**config.mk**
```make
export PLATFORM = sky130hd
export DESIGN_NAME = ps2_keyboard_top
export DESIGN_NICKNAME = d
export VERILOG_FILES = /design/src/rtl/ps2_pkg.sv /design/src/rtl/ps2_byte_if.sv /design/src/rtl/key_event_if.sv /design/src/rtl/ps2_frame_rx.sv /design/src/rtl/scan_code_decoder.sv /design/src/rtl/key_event_port.sv /design/src/rtl/ps2_keyboard_top.sv
export VERILOG_INCLUDE_DIRS = /design/src /design/src/include
export SDC_FILE = /design/constraint.sdc
export NUM_CORES = 1
export LEC_CHECK = 0
export BUFFER_PORTS_ARGS = -buffer_cell sky130_fd_sc_hd__buf_2
export CAP_MARGIN = 20
export CORE_ASPECT_RATIO = 1.5
export CORE_MARGIN = 10
export CORE_UTILIZATION = 45
export CTS_CLUSTER_SIZE = 25
export DETAILED_ROUTE_END_ITERATION = 7
export HOLD_SLACK_MARGIN = 0.08
export SLEW_MARGIN = 20
export SYNTH_ARGS = -nofsm -noshare
export SYNTH_HDL_FRONTEND = slang
export SYNTH_HIERARCHICAL = 1
export SYNTH_SLANG_ARGS = --single-unit
```
**constraint.sdc**
```tcl
create_clock -name clk -period 4.3 [get_ports clk]
set_input_delay 0.86 -clock clk [delete_from_list [all_inputs] [get_ports clk]]
set_output_delay 0.86 -clock clk [all_outputs]
set_load 0.01 [all_outputs]
```
**src/include/ps2_defs.svh**
```systemverilog
// --------------------------------------------------------------------
// Scan-code set 2 prefix byte values shared by the RTL package and
// the testbench.
// --------------------------------------------------------------------
`ifndef PS2_DEFS_SVH
`define PS2_DEFS_SVH

// Prefix sent ahead of an extended key code.
`define PS2_PREFIX_EXT   8'hE0
// Prefix sent ahead of a key release code.
`define PS2_PREFIX_BREAK 8'hF0

`endif

```
**src/rtl/ps2_pkg.sv**
```systemverilog
// --------------------------------------------------------------------
// Common types for the PS/2 keyboard receiver.
// Vector typedefs, FSM state enums and protocol constants.
// --------------------------------------------------------------------
`default_nettype none

`include "ps2_defs.svh"

package ps2_pkg;

    // One scan-code byte as sent by the keyboard.
    typedef logic [7:0] scan_byte_t;
    // One raw PS/2 frame with the start bit in bit 0.
    typedef logic [10:0] frame_t;
    // Saturating count of rejected frames.
    typedef logic [3:0] err_count_t;

    // Start, eight data bits, odd parity and stop.
    localparam int FRAME_BITS = 11;

    // Set 2 prefix bytes.
    localparam scan_byte_t PREFIX_EXT   = `PS2_PREFIX_EXT;
    localparam scan_byte_t PREFIX_BREAK = `PS2_PREFIX_BREAK;

    // Frame receiver FSM.
    typedef enum logic {RX_IDLE, RX_SHIFT} rx_state_t;
    // Prefix tracking FSM of the decoder.
    typedef enum logic [1:0] {DEC_BASE, DEC_EXT, DEC_BREAK} dec_state_t;
    // Host handshake FSM.
    typedef enum logic [1:0] {PORT_IDLE, PORT_REQ, PORT_WAIT_LOW} port_state_t;

endpackage

`default_nettype wire

```
**src/rtl/ps2_byte_if.sv**
```systemverilog
// --------------------------------------------------------------------
// Byte channel from the frame receiver to the scan-code decoder.
// --------------------------------------------------------------------
`timescale 1ns/100ps
`default_nettype none

interface ps2_byte_if;
    import ps2_pkg::*;

    // Single-cycle strobe for each finished frame.
    // There is no ready, the keyboard cannot be held off.
    logic       valid;
    scan_byte_t data;
    // Set when the odd parity check failed.
    logic       parity_err;
    // Set when the stop bit was sampled low.
    logic       framing_err;

    // Frame receiver side.
    modport rx (output valid, data, parity_err, framing_err);
    // Decoder side.
    modport dec (input valid, data, parity_err, framing_err);

endinterface

`default_nettype wire

```
**src/rtl/key_event_if.sv**
```systemverilog
// --------------------------------------------------------------------
// Key event channel from the decoder to the host port.
// Valid/ready transfer, data held stable until taken.
// --------------------------------------------------------------------
`timescale 1ns/100ps
`default_nettype none

interface key_event_if;
    import ps2_pkg::*;

    logic       valid;
    logic       ready;
    // Key code with prefixes removed.
    scan_byte_t code;
    // An E0 prefix came before the code.
    logic       extended;
    // An F0 prefix came before the code.
    logic       release_key;

    // Decoder side drives the event.
    modport src (output valid, code, extended, release_key, input ready);
    // Host port side accepts it.
    modport sink (input valid, code, extended, release_key, output ready);

endinterface

`default_nettype wire

```
**src/rtl/ps2_frame_rx.sv**
```systemverilog
// --------------------------------------------------------------------
// PS/2 frame receiver.
// Line synchronizers, keyboard clock edge detect, 11-bit shifter and
// the parity and stop bit checks.
// --------------------------------------------------------------------
`timescale 1ns/100ps
`default_nettype none

module ps2_frame_rx (
    input  logic   clk,
    input  logic   rst_n,
    input  logic   ps2_clk,
    input  logic   ps2_data,
    ps2_byte_if.rx out
);
    import ps2_pkg::*;

    logic [1:0] clk_sync;
    logic [1:0] data_sync;
    logic       clk_prev;
    logic       clk_fall;
    rx_state_t  state;
    logic [3:0] bit_cnt;
    frame_t     shift_reg;
    frame_t     frame_next;
    logic       frame_done;

    // ----------------------------------------------------------------
    // Synchronizers and edge detect
    // ----------------------------------------------------------------

    // Both lines idle high, so the flops come out of reset high.
    // This keeps a false falling edge from appearing after reset.
    always_ff @(posedge clk or negedge rst_n) begin
        if (!rst_n) begin
            clk_sync  <= 2'b11;
            data_sync <= 2'b11;
            clk_prev  <= 1'b1;
        end else begin
            clk_sync  <= {clk_sync[0], ps2_clk};
            data_sync <= {data_sync[0], ps2_data};
            clk_prev  <= clk_sync[1];
        end
    end

    // High for one cycle after the synchronized clock went low.
    // The FSM acts on it at the next edge, the third after the pin fell.
    assign clk_fall = clk_prev & ~clk_sync[1];

    // Bits arrive LSB first, so each new bit enters at the top.
    // After eleven shifts the start bit sits in bit 0.
    assign frame_next = {data_sync[1], shift_reg[FRAME_BITS-1:1]};

    // The stop bit is the last of the frame.
    assign frame_done = clk_fall && (state == RX_SHIFT) &&
                        (bit_cnt == 4'(FRAME_BITS - 1));

    // ----------------------------------------------------------------
    // Frame FSM
    // ----------------------------------------------------------------

    always_ff @(posedge clk or negedge rst_n) begin
        if (!rst_n) begin
            state     <= RX_IDLE;
            bit_cnt   <= 4'd0;
            out.valid <= 1'b0;
        end else begin
            out.valid <= frame_done;
            if (clk_fall) begin
                case (state)
                    RX_IDLE: begin
                        // A low data line on a clock fall is a start bit.
                        if (!data_sync[1]) begin
                            state   <= RX_SHIFT;
                            bit_cnt <= 4'd1;
                        end
                    end
                    RX_SHIFT: begin
                        if (frame_done) begin
                            state   <= RX_IDLE;
                            bit_cnt <= 4'd0;
                        end else begin
                            bit_cnt <= bit_cnt + 4'd1;
                        end
                    end
                    default: state <= RX_IDLE;
                endcase
            end
        end
    end

    // The shifter runs on every fall, in idle too.
    // Whatever it holds before the start bit is pushed out by the frame.
    always_ff @(posedge clk) begin
        if (clk_fall) begin
            shift_reg <= frame_next;
        end
        if (frame_done) begin
            out.data        <= frame_next[8:1];
            // Data and parity together must hold an odd number of ones.
            out.parity_err  <= ~^frame_next[9:1];
            out.framing_err <= ~frame_next[10];
        end
    end

    // One strobe per frame, frames are far apart in system cycles.
    assert property (@(posedge clk) disable iff (!rst_n)
        out.valid |=> !out.valid);

endmodule

`default_nettype wire

```
**src/rtl/scan_code_decoder.sv**
```systemverilog
// --------------------------------------------------------------------
// Scan-code set 2 decoder.
// Folds E0 and F0 prefixes into key events, holds one pending event,
// and counts bad frames.
// --------------------------------------------------------------------
`timescale 1ns/100ps
`default_nettype none

module scan_code_decoder (
    input  logic                clk,
    input  logic                rst_n,
    ps2_byte_if.dec             bytes,
    key_event_if.src            events,
    output logic                overflow,
    output ps2_pkg::err_count_t error_count
);
    import ps2_pkg::*;

    dec_state_t state;
    logic       ext_seen;
    logic       byte_bad;
    logic       byte_code;
    logic       slot_free;

    // A frame that failed either check carries no usable byte.
    assign byte_bad = bytes.valid & (bytes.parity_err | bytes.framing_err);

    // Any good byte that is not a prefix completes a key event.
    // E1 lands here as well and is passed on as a plain code.
    assign byte_code = bytes.valid & ~byte_bad &
                       (bytes.data != PREFIX_EXT) & (bytes.data != PREFIX_BREAK);

    // The output register is the one pending slot.
    // It is free when empty or when its event leaves this cycle.
    assign slot_free = ~events.valid | events.ready;

    // ----------------------------------------------------------------
    // Prefix tracking and error count
    // ----------------------------------------------------------------

    // DEC_EXT marks a pending E0, DEC_BREAK a pending F0.
    // ext_seen keeps the E0 across the F0 of an extended release.
    always_ff @(posedge clk or negedge rst_n) begin
        if (!rst_n) begin
            state       <= DEC_BASE;
            ext_seen    <= 1'b0;
            error_count <= '0;
        end else if (bytes.valid) begin
            if (byte_bad) begin
                // Forget any prefix so the next code comes out plain.
                state    <= DEC_BASE;
                ext_seen <= 1'b0;
                if (error_count != '1) begin
                    error_count <= error_count + 4'd1;
                end
            end else if (bytes.data == PREFIX_EXT) begin
                state    <= DEC_EXT;
                ext_seen <= 1'b1;
            end else if (bytes.data == PREFIX_BREAK) begin
                state <= DEC_BREAK;
            end else begin
                state    <= DEC_BASE;
                ext_seen <= 1'b0;
            end
        end
    end

    // ----------------------------------------------------------------
    // Pending event and overflow
    // ----------------------------------------------------------------

    always_ff @(posedge clk or negedge rst_n) begin
        if (!rst_n) begin
            events.valid <= 1'b0;
            overflow     <= 1'b0;
        end else begin
            if (byte_code && slot_free) begin
                events.valid <= 1'b1;
            end else if (events.ready) begin
                events.valid <= 1'b0;
            end
            // The keyboard cannot wait, so a full slot loses the event.
            if (byte_code && !slot_free) begin
                overflow <= 1'b1;
            end
        end
    end

    always_ff @(posedge clk) begin
        if (byte_code && slot_free) begin
            events.code        <= bytes.data;
            events.extended    <= ext_seen;
            events.release_key <= (state == DEC_BREAK);
        end
    end

    // A held event must not change until the port takes it.
    assert property (@(posedge clk) disable iff (!rst_n)
        events.valid && !events.ready |=> events.valid &&
        $stable({events.code, events.extended, events.release_key}));

endmodule

`default_nettype wire

```
**src/rtl/key_event_port.sv**
```systemverilog
// --------------------------------------------------------------------
// Host port with the four-phase req/ack exchange and the LED register.
// --------------------------------------------------------------------
`timescale 1ns/100ps
`default_nettype none

module key_event_port (
    input  logic                clk,
    input  logic                rst_n,
    key_event_if.sink           events,
    output logic                ev_req,
    input  logic                ev_ack,
    output ps2_pkg::scan_byte_t ev_code,
    output logic                ev_extended,
    output logic                ev_release,
    output ps2_pkg::scan_byte_t leds
);
    import ps2_pkg::*;

    port_state_t state;
    logic        take;

    // Events are only taken once the previous exchange has fully ended.
    assign events.ready = (state == PORT_IDLE);
    assign take         = events.valid & events.ready;

    // req is decoded straight from the state flops.
    assign ev_req = (state == PORT_REQ);

    // PORT_REQ waits for ack to rise, PORT_WAIT_LOW for it to fall.
    always_ff @(posedge clk or negedge rst_n) begin
        if (!rst_n) begin
            state <= PORT_IDLE;
            leds  <= '0;
        end else begin
            case (state)
                PORT_IDLE: begin
                    if (take) begin
                        state <= PORT_REQ;
                        // Make and release codes both show on the LEDs.
                        leds  <= events.code;
                    end
                end
                PORT_REQ: begin
                    if (ev_ack) begin
                        state <= PORT_WAIT_LOW;
                    end
                end
                PORT_WAIT_LOW: begin
                    if (!ev_ack) begin
                        state <= PORT_IDLE;
                    end
                end
                default: state <= PORT_IDLE;
            endcase
        end
    end

    // Latched event data, stable for the whole exchange.
    always_ff @(posedge clk) begin
        if (take) begin
            ev_code     <= events.code;
            ev_extended <= events.extended;
            ev_release  <= events.release_key;
        end
    end

    // A new request only starts after the host has dropped ack.
    assert property (@(posedge clk) disable iff (!rst_n)
        $rose(ev_req) |-> !ev_ack);

endmodule

`default_nettype wire

```
**src/rtl/ps2_keyboard_top.sv**
```systemverilog
// --------------------------------------------------------------------
// PS/2 keyboard receiver top level.
// Frame receiver, scan-code decoder and host port in a chain.
// --------------------------------------------------------------------
`timescale 1ns/100ps
`default_nettype none

module ps2_keyboard_top (
    input  logic                clk,
    input  logic                rst_n,
    input  logic                ps2_clk,
    input  logic                ps2_data,
    output logic                ev_req,
    input  logic                ev_ack,
    output ps2_pkg::scan_byte_t ev_code,
    output logic                ev_extended,
    output logic                ev_release,
    output logic                overflow,
    output ps2_pkg::err_count_t error_count,
    output ps2_pkg::scan_byte_t leds
);

    // Internal channels between the three blocks.
    ps2_byte_if  byte_bus ();
    key_event_if event_bus ();

    ps2_frame_rx i_frame_rx (
        .clk      (clk),
        .rst_n    (rst_n),
        .ps2_clk  (ps2_clk),
        .ps2_data (ps2_data),
        .out      (byte_bus)
    );

    scan_code_decoder i_decoder (
        .clk         (clk),
        .rst_n       (rst_n),
        .bytes       (byte_bus),
        .events      (event_bus),
        .overflow    (overflow),
        .error_count (error_count)
    );

    key_event_port i_port (
        .clk         (clk),
        .rst_n       (rst_n),
        .events      (event_bus),
        .ev_req      (ev_req),
        .ev_ack      (ev_ack),
        .ev_code     (ev_code),
        .ev_extended (ev_extended),
        .ev_release  (ev_release),
        .leds        (leds)
    );

endmodule

`default_nettype wire

```
==> flow_summary_export.csv, run 1 <==
group,metric,value,unit
floorplan,fp.dieArea,9340,um2
clock_network,postCtsHoldBufs,0,
global_routing,globalRouteOverflowTotal,0,
setup_path,cpLargestDelayFamily,"flip-flops",
route,viasPerCell,5.06,
setup_path,cp_num_buf_inv,1,
placed_design,place_ws,2.58,ns
route,wire_per_inst,16.7,um
global_routing,grt_max_degree,31,
floorplan,core,5740,um2
floorplan,pin_count,29,
sta,min_period,1.97,ns
route,wl,4430,um
setup_path,reg2reg_from,"i_frame_rx/clk_prev",
route,num_vias,1342,
route,drc_errors,0,
sta,setup_viol,0,
layout,drive_above_1_share,0.358,
clock_network,clock_latency,0.34,ns
setup_path,critPathLaunch,"i_port/state[0]",
flow_run,timing.max_cap.violations,0,
run_status,status,"complete, no violations",
sta,max_freq,0.506,GHz
logic_synthesis,avgSynthCellArea,17.6,um2
setup_path,worst_ep_required_time,3.44,ns
route,dr.pass1.iters,5,
sta,finalSetupTns,0,ns
clock_network,cts.clk_slew.worst_paths,0.07,ns
pwr,ir_drop,339,uV
sta,fin_crit_sh,0.459,
clock_network,clockBufferDepth,2,
floorplan,die_w,82.3,um
pwr,leakagePower,1.32,nW
logic_synthesis,netlist_instances,149,
setup_path,path_max_fanout,6,
sta,skew,0.0107,ns
placed_design,routabilityCongestion,0.730,
floorplan,start_util,0.456,
clock_network,cts.htree.levels,3,
global_routing,antenna_found_initial,0,
placed_design,dpl.hpwl,3120,um
sta,slew_headroom,0.534,
clock_network,cts_tree,"yes",
floorplan,fp.dieH,113,um
setup_path,worst_setup_path_start_kind,"flip-flop",
sta,final_hold_viol_count,0,
placed_design,io_buffers,28,
route,ant_nets,0,
layout,area_growth,17.5,%
setup_path,critPathKind,"flip-flop to primary output",
setup_path,crit_chain,"nor2b_1 > buf_2",
clock_network,postCtsSetupRepairBufs,0,
setup_path,critical_path.slowest_cell,"dfrtp_1",
layout,final_net_count,196,
clock_network,cts_sinks,69,
setup_path,arrival,1.11,ns
floorplan,num_rows,34,
logic_synthesis,synth-seq-area-share,0.736,
logic_synthesis,yosysUniqueCellTypes,44,
global_routing,track_usage,0.104,
pwr,power_density,487,nW/um2
layout,num_antenna_cells,0,
sta,report.final.slew_viol_count,0,
sta,max_slew.worst_pin.slew,0.699,ns
global_routing,grt_pass1_wl,7160,um
sta,grt_setup_unrepaired,"false",
clock_network,cts_buffers,9,
clock_network,root_buffer,"clkbuf_8",
setup_path,rrSetupSlack,2.59,ns
global_routing,grt_pass1_vias,1514,
setup_path,cp_slowest_stage_delay,0.43,ns
logic_synthesis,synthesis.nets,157,
setup_path,end_kind,"primary output",
logic_synthesis,syn_area,2620,um2
route,detail_route.iter0.violations,127,
layout,n_fill_cell,478,
clock_network,cts_resized,0,
setup_path,crit_cells,2,
logic_synthesis,ys_seq_elements,69,
sta,worst_slack,2.33,ns
hold_path,hp-class,"flip-flop to flip-flop",
logic_synthesis,yosysWarnings,6,
layout,largest_register_ffs,9,
setup_path,r2r_cells,4,
setup_path,endpoint,"ev_req",
setup_path,reg2reg_to,"i_frame_rx/bit_cnt[3]",
layout by cell type, fill, tap and decap left out, drive strengths merged, types with 3 or more instances in the layout:
cell	count
dfstp	5
clkbuf	11
ha	3
mux2	10
inv	8
nor2	5
nand3	4
nor2b	4
edfxtp	39
buf	30
nand3b	3
dfrtp	25
xnor2	5
nand2b	4
logic make-up after synthesis:
group | Yosys count | synth area share
AOI/OAI and AO/OA | 17 | 0.0501
DFF | 69 | 0.736
muxes | 11 | 0.0611
buffers and inverters | 9 | 0.0172
adders and majority gates | 3 | 0.0143
xor gates and xnor gates | 8 | 0.0320
and+or+nand+nor | 32 | 0.0897
power breakdown:
group / leakage [nW] / internal, mW / switching, mW / total, mW
sequential: 0.745 / 0.739 / 0.0467 / 0.786
combinational: 0.458 / 0.0621 / 0.0580 / 0.120
clock: 0.118 / 0.359 / 0.236 / 0.595
total: 1.32 / 1.16 / 0.341 / 1.50
worst register-to-register path: stages, from the launching register on:
cell      delay (ns)
dfstp_2         0.54
nand2b_4        0.07
inv_1           0.34
o21ai_0         0.29
a221o_1         0.35
per-layer routing:
metal / up-vias / track usage / routed length (um)
met5: - / 0 / 0
met4: 0 / 0.0752 / 148
met3: 11 / 0.0354 / 286
met2: 33 / 0.183 / 2420
met1: 665 / 0.0929 / 1580
li1: 633 / - / -
through the flow:
step           utilization  hold WS (ns)  cells  power, mW  cell area (um2)
2_1_floorplan            -         0.345    149      0.874             2620
3_3_place_gp         0.496         0.347    249      0.907             2850
3_5_place_dp         0.496         0.347    249      0.919             2850
4_1_cts              0.536         0.361    265       1.52             3080
5_1_grt              0.536         0.370    265       1.57             3080
6_report             0.536         0.358    265       1.50             3080
cell usage after synthesis:
library cell,n,share of area
xnor2_1,5,0.017
ha_1,3,0.014
o211ai_1,1,0.0029
dfrtp_1,25,0.24
nor4_1,1,0.0024
o2bb2ai_1,1,0.0033
and4b_2,1,0.0043
xnor3_1,1,0.0086
o221ai_1,1,0.0033
nor3b_2,2,0.0095
a22oi_1,1,0.0029
nand2_1,2,0.0029
o21ai_0,2,0.0038
nand3_1,4,0.0076
mux2i_1,1,0.0038
and2_1,1,0.0024
a211oi_1,1,0.0029
o31ai_1,1,0.0029
edfxtp_1,39,0.45
o21a_1,1,0.0029
nand2b_4,1,0.0052
a31o_2,1,0.0033
a21oi_1,1,0.0019
o22ai_1,2,0.0048
xor2_1,2,0.0067
dfstp_2,5,0.050
and2b_1,1,0.0029
buf_6,1,0.0043
nor2_2,1,0.0024
nor2_1,4,0.0057
nand4b_1,1,0.0033
inv_1,7,0.010
a221o_1,1,0.0038
and3_1,1,0.0024
nor3_1,2,0.0038
mux2_4,10,0.057
a41o_2,1,0.0043
nand2b_1,3,0.0072
a21o_1,1,0.0029
nand3b_4,2,0.015
buf_4,1,0.0029
o2111a_1,1,0.0043
nand3b_1,1,0.0029
nor2b_1,4,0.0095
how the worst min path moves through the flow:
stage,depth (start not counted),slack (ns),startpoint,end
floorplan,0,0.35,i_frame_rx/clk_sync[0],i_frame_rx/clk_sync[1]
global placement,0,0.35,i_frame_rx/data_sync[0],i_frame_rx/data_sync[1]
detailed placement,0,0.35,i_frame_rx/data_sync[0],i_frame_rx/data_sync[1]
CTS,0,0.36,i_frame_rx/data_sync[0],i_frame_rx/data_sync[1]
global route,0,0.37,i_frame_rx/clk_sync[0],i_frame_rx/clk_sync[1]
finish,0,0.36,i_frame_rx/data_sync[0],i_frame_rx/data_sync[1]
area by class of cell:
cell class,instances,area (um2),share of cell area
clock buffer,11,151,0.0491
clock inverter,5,81.3,0.0264
tap,72,90.1,0.0292
inverter,7,26.3,0.00853
sequential,69,1930,0.626
timing repair buffer,30,155,0.0504
multi-input combinational,71,648,0.210
Power figures use the tool's default switching activity.
==> inputs of run 2 (changes only) <==
- ABC_AREA: default -> 1
- clock period: 4.3 -> 1.99 ns (I/O delays scaled with it)
==> run 2 against run 1 <==
  * Clock power grew 82%
  * Via count grew 16%
  * Routed wire length shrank 5.2%
  * Global-route usage shrank 0.59 points
  * Flip-flop and latch count is the same
  * Combinational power grew 7%
  * Largest cell class unchanged
==> flow_summary_export.csv, run 2 <==
group,metric,value,unit
sta,setup_viol,0,
layout,final_net_count,262,
logic_synthesis,netlist_instances,215,
clock_network,clockBufferDepth,2,
layout,seqCellArea,1930,um2
clock_network,cts_buffers,9,
clock_network,postCtsHoldBufs,0,
layout,area_growth,15.8,%
global_routing,grt_max_degree,31,
placed_design,placedCellCount,315,
placed_design,io_buffers,28,
route,ant_nets,0,
logic_synthesis,synth_common_cells,"nand2_1 (59), edfxtp_1 (39), dfrtp_1 (25), inv_1 (19), nand3_1 (17)",
pwr,leakagePower,1.41,nW
global_routing,globalRouteOverflowTotal,0,
layout,final_common_cell,"nand2_1",
logic_synthesis,synth_compound_area_frac,0.0155,
floorplan,start_util,0.461,
hold_path,hp-class,"primary input to async pin",
global_routing,antenna_found_initial,0,
route,viasPerCell,4.69,
global_routing,grt_pass1_wl,7400,um
logic_synthesis,synth_xor_area_frac,0.0328,
sta,min_period,1.66,ns
clock_network,root_buffer,"clkbuf_8",
clock_network,cts_tree,"yes",
sta,max_freq,0.603,GHz
pwr,power_density,910,nW/um2
layout,final_cells,331,
setup_path,path_max_fanout,10,
layout,layout_common_cells,"nand2_1 (59), edfxtp_1 (39), buf_2 (28)",
global_routing,grt_pass1_vias,1625,
setup_path,end_kind,"flip-flop",
clock_network,postCtsSetupRepairBufs,0,
layout,drive_above_1_share,0.266,
floorplan,fp.dieArea,9470,um2
placed_design,place_ws,0.328,ns
route,num_vias,1552,
layout,largest_register_ffs,9,
floorplan,fp.dieH,114,um
logic_synthesis,avgSynthCellArea,12.4,um2
route,detail_route.iter0.violations,82,
logic_synthesis,synthFlopType,"edfxtp_1",
clock_network,cts.htree.levels,3,
floorplan,num_rows,34,
placed_design,dpl.hpwl,3090,um
pwr,ir_drop,417,uV
logic_synthesis,synth-simple-area-share,0.174,
logic_synthesis,yosysUniqueCellTypes,24,
setup_path,critPathKind,"flip-flop to flip-flop",
placed_design,routabilityCongestion,0.700,
logic_synthesis,ys_seq_elements,69,
logic_synthesis,yosysWarnings,6,
sta,fin_crit_sh,0.833,
logic_synthesis,synthMuxAreaShare,0,
global_routing,track_usage,0.0979,
logic_synthesis,synth-seq-area-share,0.723,
setup_path,arrival,1.65,ns
clock_network,cts_sinks,69,
route,drc_errors,0,
sta,grt_setup_unrepaired,"false",
floorplan,pin_count,29,
sta,finalSetupTns,0,ns
clock_network,cts.clk_slew.worst_paths,0.07,ns
logic_synthesis,yosys-top-cells-area,"edfxtp_1 (44%), dfrtp_1 (23%), nand2_1 (8.3%), dfstp_2 (4.9%), nand3_1 (3.2%)",
logic_synthesis,synth_fa_ha_area_frac,0.0141,
floorplan,die_w,82.9,um
run_status,status,"complete, no violations",
layout,fin_util,0.534,
clock_network,clock_latency,0.34,ns
clock_network,cts_resized,0,
layout,num_antenna_cells,0,
logic_synthesis,syn_area,2670,um2
flow_run,timing.max_cap.violations,0,
setup_path,worst_ep_required_time,1.98,ns
floorplan,core,5790,um2
route,wire_per_inst,12.7,um
sta,worst_slack,0.332,ns
sta,skew,0.00619,ns
sta,final_hold_viol_count,0,
sta,holdWs,0.0985,ns
sta,slew_headroom,0.536,
layout,multiInputGateArea,629,um2
route,dr.pass1.iters,4,
sta,max_slew.worst_pin.slew,0.696,ns
logic_synthesis,yosysMostFrequentCell,"nand2_1",
logic_synthesis,async_flop_share,0.435,
layout,n_fill_cell,535,
logic_synthesis,synth.largest_area_cell,"edfxtp_1",
logic_synthesis,synth_top_area_share,0.439,
route,wl,4200,um
sta,report.final.slew_viol_count,0,
logic_synthesis,synth_enable_flop_cells,39,
logic_synthesis,synthesis.nets,223,
setup_path,worst_setup_path_start_kind,"flip-flop",
logic_synthesis,synth_top_family_by_area,"simple AND/OR/NAND/NOR gates",
run 2: cell count changes after synthesis, sizes merged, moves of 2 or more:
cell and change:
inv +18, mux2 -10, nor2b -4, nand3 +16
nor2 +10, nor3b -2, xor2 +2, nand2 +59
o21ai +3, nand3b -3, nand2b -4
run 2: worst max-delay path, stage by stage (launching register included):
cell,delay [ns]
dfrtp_1,0.40
nor2_2,0.22
buf_4,0.20
nand2_2,0.14
inv_1,0.35
run 2: area by class of cell:
cell class | count | share of cell area
Clock inverter | 5 | 0.0162
Timing Repair Buffer | 30 | 0.0502
Clock buffer | 11 | 0.0458
Inverter | 25 | 0.0304
Tap cell | 72 | 0.0292
Sequential cell | 69 | 0.624
Multi-Input combinational cell | 119 | 0.204
run 2: cells by family (layout without fill, tap and decap cells):
group                    count (synthesis)  in the layout
AO/OA/AOI/OAI                            7              7
XOR/XNOR                                10             10
adder cells (fa/ha/maj)                  3              3
buffers and inverters                   27             71
flip-flops                              69             69
AND/OR/NAND/NOR                         99             99
run 2: final timing paths:
check	slack [ns]	from	depth (start not counted)	end
max	0.33	i_port/state[0]	4	i_port/ev_code[7]
min	0.1	rst_n	1	i_port/leds[3]
max reg2reg	0.33	i_port/state[0]	4	i_port/ev_code[7]
min reg2reg	0.36	i_frame_rx/clk_sync[0]	0	i_frame_rx/clk_sync[1]
max in group asynchronous	1.44	rst_n	1	i_frame_rx/bit_cnt[3]
min in group clk	0.16	ps2_clk	1	i_frame_rx/clk_sync[0]
run 2: metrics by stage:
stage	power (mW)	instance area, um2
after floorplan	1.72	2670
after global placement	1.76	2900
after detailed placement	1.76	2900
after CTS	2.85	3090
after global routing	2.94	3090
final	2.81	3090
run 2: power breakdown:
group	leakage [nW]	switching [mW]	internal, mW
Combinational	0.562	0.0735	0.0559
Clock	0.0944	0.479	0.602
Sequential	0.751	0.0441	1.56
run 2: per-layer routing:
metal	track usage	wire length, um
met5	0	0
met4	0.0786	149
met3	0.0292	217
met2	0.175	2240
met1	0.0901	1590
